### src/rtl/bp_cfg.svh
`ifndef BP_CFG_SVH
`define BP_CFG_SVH

// Width of fetch and branch addresses
`define BP_ADDR_W 32

// Global history length
`define BP_HIST_W 3

// One 2-bit counter per history pattern
`define BP_PHT_DEPTH (1 << `BP_HIST_W)

// BTB index width and its position in the address
`define BP_BTB_IDX_W 3
`define BP_BTB_IDX_LSB 2

// Direct-mapped BTB entries
`define BP_BTB_DEPTH (1 << `BP_BTB_IDX_W)

`endif

### src/rtl/bp_pkg.sv
`include "bp_cfg.svh"

package bp_pkg;

  // Fetch address presented by the front end
  typedef struct packed {
    logic [`BP_ADDR_W-1:0] pc;
  } bp_lookup_t;

  // Resolved branch from the back end
  typedef struct packed {
    logic                  valid;
    logic [`BP_ADDR_W-1:0] pc;
    logic                  taken;
    logic [`BP_ADDR_W-1:0] target;
  } bp_update_t;

  // Lookup result returned to fetch
  typedef struct packed {
    logic                  taken;
    logic                  hit;
    logic [`BP_ADDR_W-1:0] target;
  } bp_predict_t;

  // Upper bit of the encoding is the direction guess
  typedef enum logic [1:0] {
    strong_nt = 2'b00,
    weak_nt   = 2'b01,
    weak_t    = 2'b10,
    strong_t  = 2'b11
  } ctr_state_t;

  // One saturating step toward the resolved direction
  function automatic ctr_state_t ctr_step(ctr_state_t state, logic taken);
    ctr_state_t next;
    unique case (state)
      strong_nt: next = taken ? weak_nt  : strong_nt;
      weak_nt:   next = taken ? weak_t   : strong_nt;
      weak_t:    next = taken ? strong_t : weak_nt;
      default:   next = taken ? strong_t : weak_t;
    endcase
    return next;
  endfunction

  // Direction guess held by a counter
  function automatic logic ctr_predict(ctr_state_t state);
    return state[1];
  endfunction

  // BTB set selected by an address
  function automatic logic [`BP_BTB_IDX_W-1:0] btb_index(logic [`BP_ADDR_W-1:0] addr);
    return addr[`BP_BTB_IDX_LSB +: `BP_BTB_IDX_W];
  endfunction

endpackage

### src/rtl/two_level_predictor.sv
`timescale 1ns/1ps
`include "bp_cfg.svh"

// Global history selects one of the pattern table counters
module two_level_predictor (
  input  logic clk,
  input  logic rst_n,
  input  logic upd_valid,
  input  logic upd_taken,
  output logic pred_taken
);
  import bp_pkg::*;

  // Global branch history, newest outcome in bit 0
  logic [`BP_HIST_W-1:0] hist_q;
  logic [`BP_HIST_W-1:0] hist_d;

  // Pattern history table
  ctr_state_t pht_q [`BP_PHT_DEPTH];

  // Counter picked by the current history
  ctr_state_t ctr_cur;
  ctr_state_t ctr_nxt;

  // One-hot write enable into the table
  logic [`BP_PHT_DEPTH-1:0] ctr_en;

  // Read side and next values
  always_comb begin
    ctr_cur = pht_q[hist_q];
    ctr_nxt = ctr_step(ctr_cur, upd_taken);
    hist_d  = {hist_q[`BP_HIST_W-2:0], upd_taken};
  end

  // Decode which counter trains on this update
  always_comb begin
    ctr_en         = '0;
    ctr_en[hist_q] = upd_valid;
  end

  // Guess from the selected counter
  assign pred_taken = ctr_predict(ctr_cur);

  // History shifts on every resolved branch
  always_ff @(posedge clk) begin
    if (!rst_n) begin
      hist_q <= '0;
    end else if (upd_valid) begin
      hist_q <= hist_d;
    end
  end

  // Counters come out of reset strongly not taken
  always_ff @(posedge clk) begin
    if (!rst_n) begin
      for (int i = 0; i < `BP_PHT_DEPTH; i++) begin
        pht_q[i] <= strong_nt;
      end
    end else begin
      for (int i = 0; i < `BP_PHT_DEPTH; i++) begin
        // Indexed by the old history
        if (ctr_en[i]) begin
          pht_q[i] <= ctr_nxt;
        end
      end
    end
  end

endmodule

### src/rtl/target_buffer.sv
`timescale 1ns/1ps
`include "bp_cfg.svh"

// Direct-mapped branch target buffer with full address tags
module target_buffer (
  input  logic                  clk,
  input  logic                  rst_n,
  input  bp_pkg::bp_update_t    update,
  input  logic [`BP_ADDR_W-1:0] lookup_pc,
  output logic                  hit,
  output logic [`BP_ADDR_W-1:0] target
);
  import bp_pkg::*;

  // Entry storage
  logic [`BP_BTB_DEPTH-1:0] valid_q;
  logic [`BP_ADDR_W-1:0]    tag_q [`BP_BTB_DEPTH];
  logic [`BP_ADDR_W-1:0]    tgt_q [`BP_BTB_DEPTH];

  // Write side
  logic [`BP_BTB_IDX_W-1:0] wr_idx;
  logic [`BP_BTB_DEPTH-1:0] wr_en;

  // Read side
  logic [`BP_BTB_IDX_W-1:0] rd_idx;
  logic                     rd_valid;
  logic [`BP_ADDR_W-1:0]    rd_tag;
  logic [`BP_ADDR_W-1:0]    rd_tgt;
  logic                     tag_eq;

  // One entry written per resolved branch
  assign wr_idx = btb_index(update.pc);

  always_comb begin
    wr_en         = '0;
    wr_en[wr_idx] = update.valid;
  end

  // Valid bits set on write and cleared only by reset
  always_ff @(posedge clk) begin
    if (!rst_n) begin
      valid_q <= '0;
    end else begin
      valid_q <= valid_q | wr_en;
    end
  end

  // Tag and target payload
  always_ff @(posedge clk) begin
    for (int i = 0; i < `BP_BTB_DEPTH; i++) begin
      if (wr_en[i]) begin
        tag_q[i] <= update.pc;
        tgt_q[i] <= update.target;
      end
    end
  end

  // Select the set for the fetch address
  always_comb begin
    rd_idx   = btb_index(lookup_pc);
    rd_valid = valid_q[rd_idx];
    rd_tag   = tag_q[rd_idx];
    rd_tgt   = tgt_q[rd_idx];
  end

  // Whole address kept as the tag
  assign tag_eq = (rd_tag == lookup_pc);

  assign hit = rd_valid && tag_eq;

  // Miss falls through to the fetch address
  assign target = hit ? rd_tgt : lookup_pc;

endmodule

### src/rtl/branch_predictor.sv
`timescale 1ns/1ps
`include "bp_cfg.svh"

// Direction guess and target prediction for the fetch stage
module branch_predictor (
  input  logic                clk,
  input  logic                rst_n,
  input  bp_pkg::bp_lookup_t  lookup,
  input  bp_pkg::bp_update_t  update,
  output bp_pkg::bp_predict_t predict
);
  import bp_pkg::*;

  // Direction from the history predictor
  logic dir_taken;

  // Target side from the BTB
  logic                  btb_hit;
  logic [`BP_ADDR_W-1:0] btb_target;

  // Only the strobe and outcome train the direction side
  two_level_predictor dir_pred_inst (
    .clk        (clk),
    .rst_n      (rst_n),
    .upd_valid  (update.valid),
    .upd_taken  (update.taken),
    .pred_taken (dir_taken)
  );

  target_buffer btb_inst (
    .clk       (clk),
    .rst_n     (rst_n),
    .update    (update),
    .lookup_pc (lookup.pc),
    .hit       (btb_hit),
    .target    (btb_target)
  );

  // Combined result back to fetch
  assign predict = '{taken: dir_taken, hit: btb_hit, target: btb_target};

endmodule

### config.mk
export PLATFORM = sky130hd
export DESIGN_NAME = branch_predictor
export DESIGN_NICKNAME = d
export VERILOG_FILES = /design/src/rtl/bp_pkg.sv /design/src/rtl/two_level_predictor.sv /design/src/rtl/target_buffer.sv /design/src/rtl/branch_predictor.sv
export VERILOG_INCLUDE_DIRS = /design/src /design/src/rtl
export SDC_FILE = /design/constraint.sdc
export NUM_CORES = 1
export LEC_CHECK = 0
export ABC_CLOCK_PERIOD_IN_PS = 6600
export BUFFER_PORTS_ARGS = -buffer_cell sky130_fd_sc_hd__buf_2
export CORE_ASPECT_RATIO = 1.5
export CORE_UTILIZATION = 50
export DETAILED_ROUTE_END_ITERATION = 10
export GPL_TIMING_DRIVEN = 0
export PLACE_DENSITY = 0.71
export SLEW_MARGIN = 40
export SYNTH_ARGS = -nofsm -noshare
export SYNTH_HDL_FRONTEND = slang
export SYNTH_SLANG_ARGS = --single-unit
### constraint.sdc
create_clock -name clk -period 6.6 [get_ports clk]
set_clock_uncertainty 0.15 [all_clocks]
set_input_delay 0.33 -clock clk [delete_from_list [all_inputs] [get_ports clk]]
set_output_delay 0.33 -clock clk [all_outputs]
set_load 0.02 [all_outputs]
==> flow_metrics.tcl, run 1 <==
set metrics [dict create \
    crit_end "predict[9]" \
    layout.cells.non_filler 1933 \
    crit_arrival_ps 4000 \
    synth-main-ff-cell "edfxtp_1" \
    track_usage_pct 23.3 \
    min_path_type "primary input to register" \
    critPathMaxFanout 10 \
    cp-end-kind "primary output" \
    hpwl_um 34700 \
    first_pass_iters 5 \
    final_nets 1432 \
    ios 134 \
    synthSimpleGateAreaFrac_pct 2.77 \
    clockBufferDepth 3 \
    cp.required_ps 6120 \
    power_density_nw_per_um2 277 \
    internal_power_mw 5.60 \
    final_common_cell "edfxtp_1" \
    slew-limit-headroom_pct 40.8 \
    gp_congestion 0.781 \
    grt_max_degree 18 \
    comb_power_share_pct 7.5 \
    fp.dieArea_um2 43500 \
    drive_gt1_share_pct 32.9 \
    antenna_found_initial 0 \
    ys_warn_count 0 \
    die_y_um 255 \
    ir_drop_mv 0.172 \
    r2r-end "dir_pred_inst.pht_q[6][0]$_DFFE_PP_" \
    antenna_cells 0 \
    drc 0 \
    syn_area_per_cell_um2 20.7 \
    wl_per_cell_um 25.4 \
    start_util_pct 50.8 \
    ant_nets 0 \
    worst-r2r-cell-count 5 \
    p_total_mw 7.12 \
    path_clk_slew_ps 60 \
    yosysTopAreaCellShare_pct 74.3 \
    core_um2 42000 \
    nFillCells 2941 \
    maxCapViolCount 0 \
    syn2layout_area_growth_pct 20.7 \
    finalSetupViolCount 0 \
    synth_top_family_by_area "multiplexers" \
    syn_area_um2 21300 \
    timing.critical_path.from "lookup[4]" \
    yosys.area_share.adder_pct 0.0938 \
    crit_type "primary input to primary output" \
    slew_viol_final 0 \
    synth_edf_count 528 \
    finalCriticalPeriod_ps 4480 \
    tightest_slew_ps 880 \
    portBuffers 130 \
    synthArstFlopShare_pct 0 \
    synth_area_leaders "edfxtp_1, mux4_2, mux2i_1" \
    power_switching_mw 1.53 \
    swShare_pct 21.4 \
    cts-buffers-inserted 47 \
    status "finished clean" \
    leakage_nw 8.84 \
    pwr-share-clk_pct 37.5 \
    clkLatencyLatePin_ps 560 \
    synth_compound_area_share_pct 2.73 \
    synth_cells 1032 \
    grt_pass1_vias 11600 \
    final_cell_mix "edfxtp_1, buf_2, mux4_2, mux2i_1, dlygate4sd3_1" \
    finalCritPeriodShare_pct 67.8 \
    clock.fmax_mhz 223 \
    dpl.cell_count 1782 \
    htreeDepth 2 \
    vias_per_cell 5.74 \
    post_cts_resized 0 \
    synth-xor-area-share_pct 0.903 \
    muxShareOfSynthArea_pct 16.3 \
    cts.hold.buffers_added 65 \
    wl_um 49000 \
    start_kind "primary input" \
    rsz0062_at_grt "false" \
    clockRootBuffer "clkbuf_16" \
    core.rowCount 92 \
    ff2ff_setup_slack_ps 4200 \
    syn-num-nets 1132 \
    grt_pass1_wl_um 72700 \
    drtIter0Drc 1090 \
    cts_tree "done" \
    yosysTopAreaCell "edfxtp_1" \
    num_vias 11100 \
    ys_seq_area_share_pct 75.6 \
    ys_types 43 \
    clock_sinks 542 \
    die_w_um 171 \
    synth_seq_cells 542 \
    seqPwrFrac_pct 55.0 \
    grt_overflow_total 0 \
    cts_setup_buffers 0 \
    finalHoldViolations 0 \
]
[registers in the layout, summed over array words and instances (netlist names), named ones only]
| signal | cells |
|---|---|
| btb_inst.tgt_q | 256 |
| btb_inst.valid_q | 8 |
| dir_pred_inst.pht_q | 16 |
| dir_pred_inst.hist_q | 3 |
| btb_inst.tag_q | 256 |
[cell usage after synthesis (2+ instances only)]
master and count:
a21oi_1 7, a21oi_2 29, a221oi_1 2, a22o_1 5, a22oi_1 8, a31oi_1 2
and3_1 4, and4_1 2, buf_1 2, buf_2 17, buf_4 10, buf_6 8
clkbuf_1 15, dfxtp_1 14, edfxtp_1 528, inv_1 7, maj3_1 2, mux2_2 6
mux2i_1 86, mux4_2 113, nand2_1 29, nand2b_1 11, nand3_1 5, nand4_1 3
nor2_1 52, nor2b_1 8, nor3_1 5, nor4_1 4, o21a_1 9, o21ai_0 5
xor2_1 22
[through the flow]
| step | cell area, um2 | setup slack, ps | setup TNS, ps | util [%] | hold slack [ps] |
|---|---|---|---|---|---|
| after floorplan | 21300 | 726 | 0 | - | 279 |
| after global placement | 22700 | -4190 | -715550 | 54.0 | 291 |
| after detailed placement | 23600 | 2010 | 0 | 56.2 | 297 |
| after CTS | 25800 | 1990 | 0 | 61.3 | 111 |
| after global routing | 25800 | 1950 | 0 | 61.3 | 156 |
| final | 25800 | 2120 | 0 | 61.3 | 121 |
[cell families after synthesis]
group,count (synthesis)
simple gates,127
xor+xnor,22
compound gates,75
flops,542
fa+ha+maj,2
buf+inv,59
mux,205
[how the worst min path moves through the flow]
stage | start | endpoint | depth (start not counted) | slack (ps)
6_report | rst_n | dir_pred_inst.pht_q[6][1]$_DFFE_PP_ | 3 | 120
3_3_place_gp | btb_inst.valid_q[6]$_SDFF_PN0_ | btb_inst.valid_q[6]$_SDFF_PN0_ | 1 | 290
5_1_grt | rst_n | btb_inst.valid_q[7]$_SDFF_PN0_ | 3 | 160
2_1_floorplan | update[33] | btb_inst.tag_q[0][0]$_DFFE_PP_ | 0 | 280
3_5_place_dp | btb_inst.valid_q[2]$_SDFF_PN0_ | btb_inst.valid_q[2]$_SDFF_PN0_ | 1 | 300
4_1_cts | rst_n | dir_pred_inst.pht_q[7][1]$_DFFE_PP_ | 3 | 110
[worst max-delay path, stage by stage]
cell       delay (ps)
buf_2             240
buf_2             320
buf_2             380
buf_2             470
mux2i_1           480
o2111ai_1         200
nor4_1            440
and4_1            280
buf_4             190
buf_6             190
nor2_1             70
a21oi_2           180
buf_2             200
[area by class of cell]
class | instances | area [um2] | share of cell area [%]
clock buffers | 58 | 1250 | 4.85
well taps | 564 | 706 | 2.74
plain buffers | 52 | 319 | 1.24
inverters | 7 | 26.3 | 0.102
multi-input cells | 431 | 4910 | 19.1
repair buffers | 251 | 2170 | 8.41
flip-flops and latches | 542 | 16100 | 62.6
clock inverters | 28 | 240 | 0.933
[power groups by stage]
stage          Sequential [mW]  Clock [mW]  Combinational [mW]
2_1_floorplan             3.99           0               0.284
4_1_cts                   3.92        2.71               0.541
6_report                  3.92        2.67               0.537
3_5_place_dp              3.99           0               0.506
5_1_grt                   3.93        2.83               0.568
3_3_place_gp              4.00           0               0.461
[routing by layer]
metal / vias to the layer above / GRT usage (%) / share of wire (%)
li1: 4816 / - / -
met1: 5832 / 28.5 / 37
met2: 349 / 41.7 / 54
met3: 97 / 2.97 / 4.9
met4: 0 / 9.81 / 3.8
met5: - / 0 / 0
No activity file was read; power rests on OpenSTA's default activity.
==> run 2: changes to the inputs <==
--- a/config.mk
+++ b/config.mk
@@ -6,13 +6,14 @@
 export SDC_FILE = /design/constraint.sdc
 export NUM_CORES = 1
 export LEC_CHECK = 0
-export ABC_CLOCK_PERIOD_IN_PS = 6600
+export ABC_AREA = 1
+export ABC_CLOCK_PERIOD_IN_PS = 3850
 export BUFFER_PORTS_ARGS = -buffer_cell sky130_fd_sc_hd__buf_2
 export CORE_ASPECT_RATIO = 1.5
 export CORE_UTILIZATION = 50
 export DETAILED_ROUTE_END_ITERATION = 10
 export GPL_TIMING_DRIVEN = 0
-export PLACE_DENSITY = 0.71
+export PLACE_DENSITY = 0.73
 export SLEW_MARGIN = 40
 export SYNTH_ARGS = -nofsm -noshare
 export SYNTH_HDL_FRONTEND = slang
==> constraint.sdc (replaced) <==
create_clock -name clk -period 3.85 [get_ports clk]
set_clock_uncertainty 0.15 [all_clocks]
set_input_delay 0.1925 -clock clk [delete_from_list [all_inputs] [get_ports clk]]
set_output_delay 0.1925 -clock clk [all_outputs]
set_load 0.02 [all_outputs]
==> flow_metrics.tcl, run 2 <==
set metrics [dict create \
    status "finished clean" \
    clock_sinks 542 \
    fp.dieArea_um2 46300 \
    clockBufferDepth 3 \
    core_um2 44800 \
    drc 0 \
    rsz0062_at_grt "false" \
    wl_per_cell_um 22.7 \
    final_common_cell "nand2_1" \
    final_cell_mix "nand2_1, edfxtp_1, buf_2, nand3_1, inv_1" \
    largestRegisters "btb_inst.tag_q x256, btb_inst.tgt_q x256, dir_pred_inst.pht_q x16" \
    power_density_nw_per_um2 462 \
    fin_setup_tns_ps 0 \
    grt_overflow_total 0 \
    vias_per_cell 5.74 \
    die_y_um 263 \
    start_util_pct 50.7 \
    ios 134 \
    critPathMaxFanout 10 \
    portBuffers 131 \
    swShare_pct 23.0 \
    internal_power_mw 9.67 \
    die_w_um 176 \
    synthArstFlopShare_pct 0 \
    first_pass_iters 6 \
    synth-main-ff-cell "edfxtp_1" \
    grt_max_degree 16 \
    leakage_nw 10.6 \
    synth_seq_cells 542 \
    critPathMostFrequentCell "nand2_1" \
    cts-buffers-inserted 48 \
    finalCriticalPeriod_ps 3730 \
    slew-limit-headroom_pct 40.8 \
    synth_edf_count 528 \
    hpwl_um 45800 \
    core.rowCount 95 \
    ys_warn_count 0 \
    nFillCells 3326 \
    drtIter0Drc 1832 \
    seqPwrFrac_pct 53.6 \
    crit_type "primary input to primary output" \
    finalCritPeriodShare_pct 96.8 \
    min_path_type "primary input to register" \
    clkLatencyLatePin_ps 580 \
    syn_area_um2 22700 \
    clockRootBuffer "clkbuf_16" \
    cp-end-kind "primary output" \
    num_vias 16700 \
    wl_um 66200 \
    clock.fmax_mhz 268 \
    post_cts_resized 0 \
    synth_top_cells_by_count "nand2_1, edfxtp_1, nand3_1, inv_1, nor2_1" \
    final_util_pct 60.7 \
    htreeDepth 2 \
    ys_types 26 \
    maxCapViolCount 0 \
    ys_seq_area_share_pct 71.0 \
    ir_drop_mv 0.369 \
    crit_arrival_ps 3380 \
    ff2ff_setup_slack_ps 1210 \
    path_clk_slew_ps 60 \
    finalHoldWorstSlack_ps 274 \
    tightest_slew_ps 887 \
    synth_cells 2005 \
    syn_area_per_cell_um2 11.3 \
    synth_area_leaders "edfxtp_1, nand2_1, nand3_1" \
    power_switching_mw 2.90 \
    cp.required_ps 3510 \
    finalSetupViolCount 0 \
    critPathMaxStageDelay_ps 610 \
    gp_congestion 0.871 \
    antenna_found_initial 6 \
    syn2layout_area_growth_pct 19.8 \
    critPathSlowestCell "buf_1" \
    final_nets 2393 \
    finalHoldViolations 0 \
    grt_pass1_wl_um 98100 \
    yosysTopAreaCellShare_pct 69.8 \
    yosysMostFrequentCell "nand2_1" \
    yosysTopAreaCell "edfxtp_1" \
    pwr-share-clk_pct 37.4 \
    slew_viol_final 0 \
    comb_power_share_pct 9.0 \
    drive_gt1_share_pct 14.6 \
    track_usage_pct 28.8 \
    cp_cell_sequence "buf_2, buf_2, buf_1, nand3_1, nand2_1, nand3_1, nor2_1, nand2_1, nor2_1, nand2_1, nor2_4, nand2_4, buf_6, nand2_1, nand2_1, buf_2" \
    cts_tree "done" \
    start_kind "primary input" \
    grt_pass1_vias 16700 \
    syn-num-nets 2105 \
    ant_nets 0 \
    p_total_mw 12.6 \
]
## run 2: cell types whose count changed in the layout (fill, tap and decap cells not counted), moves of 62 or more
| cell | change |
|---|---|
| inv_1 | +148 |
| nor2_1 | +96 |
| mux4_2 | -113 |
| nand3_1 | +158 |
| nand2_1 | +548 |
| a21oi_1 | +123 |
| mux2i_1 | -85 |
| a221oi_1 | +62 |
## run 2: final timing paths
kind                                   from                                  end  cells after the start
min                              update[38]       btb_inst.tag_q[4][5]$_DFFE_PP_                      2
max                               lookup[4]                          predict[22]                     16
max reg2reg                        register  dir_pred_inst.pht_q[7][0]$_DFFE_PP_                     10
min reg2reg  btb_inst.valid_q[1]$_SDFF_PN0_       btb_inst.valid_q[1]$_SDFF_PN0_                      2
## run 2: power groups by stage
stage               Clock, mW  Sequential (mW)  Combinational, mW
CTS                      4.70             6.73               1.12
floorplan                   0             6.85              0.567
finish                   4.70             6.73               1.13
detailed placement          0             6.85               1.05
global placement            0             6.87              0.965
global route             4.91             6.74               1.22
## run 2: cell type report
type,count,area (um2),share of cell area (%)
Multi-Input combinational cell,1191,5470,20.1
Clock buffer,64,1320,4.86
Sequential cell,542,16100,59.3
Tap cell,582,728,2.68
Antenna cell,3,7.51,0.0276
Clock inverter,22,195,0.717
Timing Repair Buffer,238,2180,8.00
Inverter,162,608,2.23
Buffer,110,563,2.07
## run 2: cells by family (layout without fill, tap and decap cells)
group | after synthesis | after routing | share of synthesized area, %
other | 0 | 3 | 0
flip-flops | 542 | 542 | 71.0
AO/OA/AOI/OAI | 248 | 248 | 6.58
buffers and inverters | 272 | 596 | 5.16
multiplexers | 1 | 1 | 0.0441
AND/OR/NAND/NOR | 942 | 942 | 17.2
## run 2: layer usage
| layer | share of wire [%] | track usage, % | up-vias |
|---|---|---|---|
| met5 | 0.050 | 0 | - |
| met3 | 8.1 | 4.77 | 245 |
| li1 | - | - | 7502 |
| met1 | 35 | 32.9 | 8003 |
| met2 | 51 | 49.9 | 974 |
| met4 | 6.1 | 18.1 | 6 |
## run 2: timing repair
item / CTS / global route
buffers inserted: 0 / 0
hold buffers: 67 / 0
endpoints found under the hold margin: 538 / 0
## run 2: critical path, delay by kind of cell
kind                   cells  cell delay (ps)
buffers and inverters      5             1400
AND/OR/NAND/NOR           11             1790
## run 2: per-stage QoR
stage,area (um2),instances,setup WS (ps)
after global routing,27200,2914,96.4
final,27200,2914,124
after CTS,27200,2911,204
after global placement,24100,2718,-3000
after detailed placement,25000,2758,226
after floorplan,22700,2005,97.3
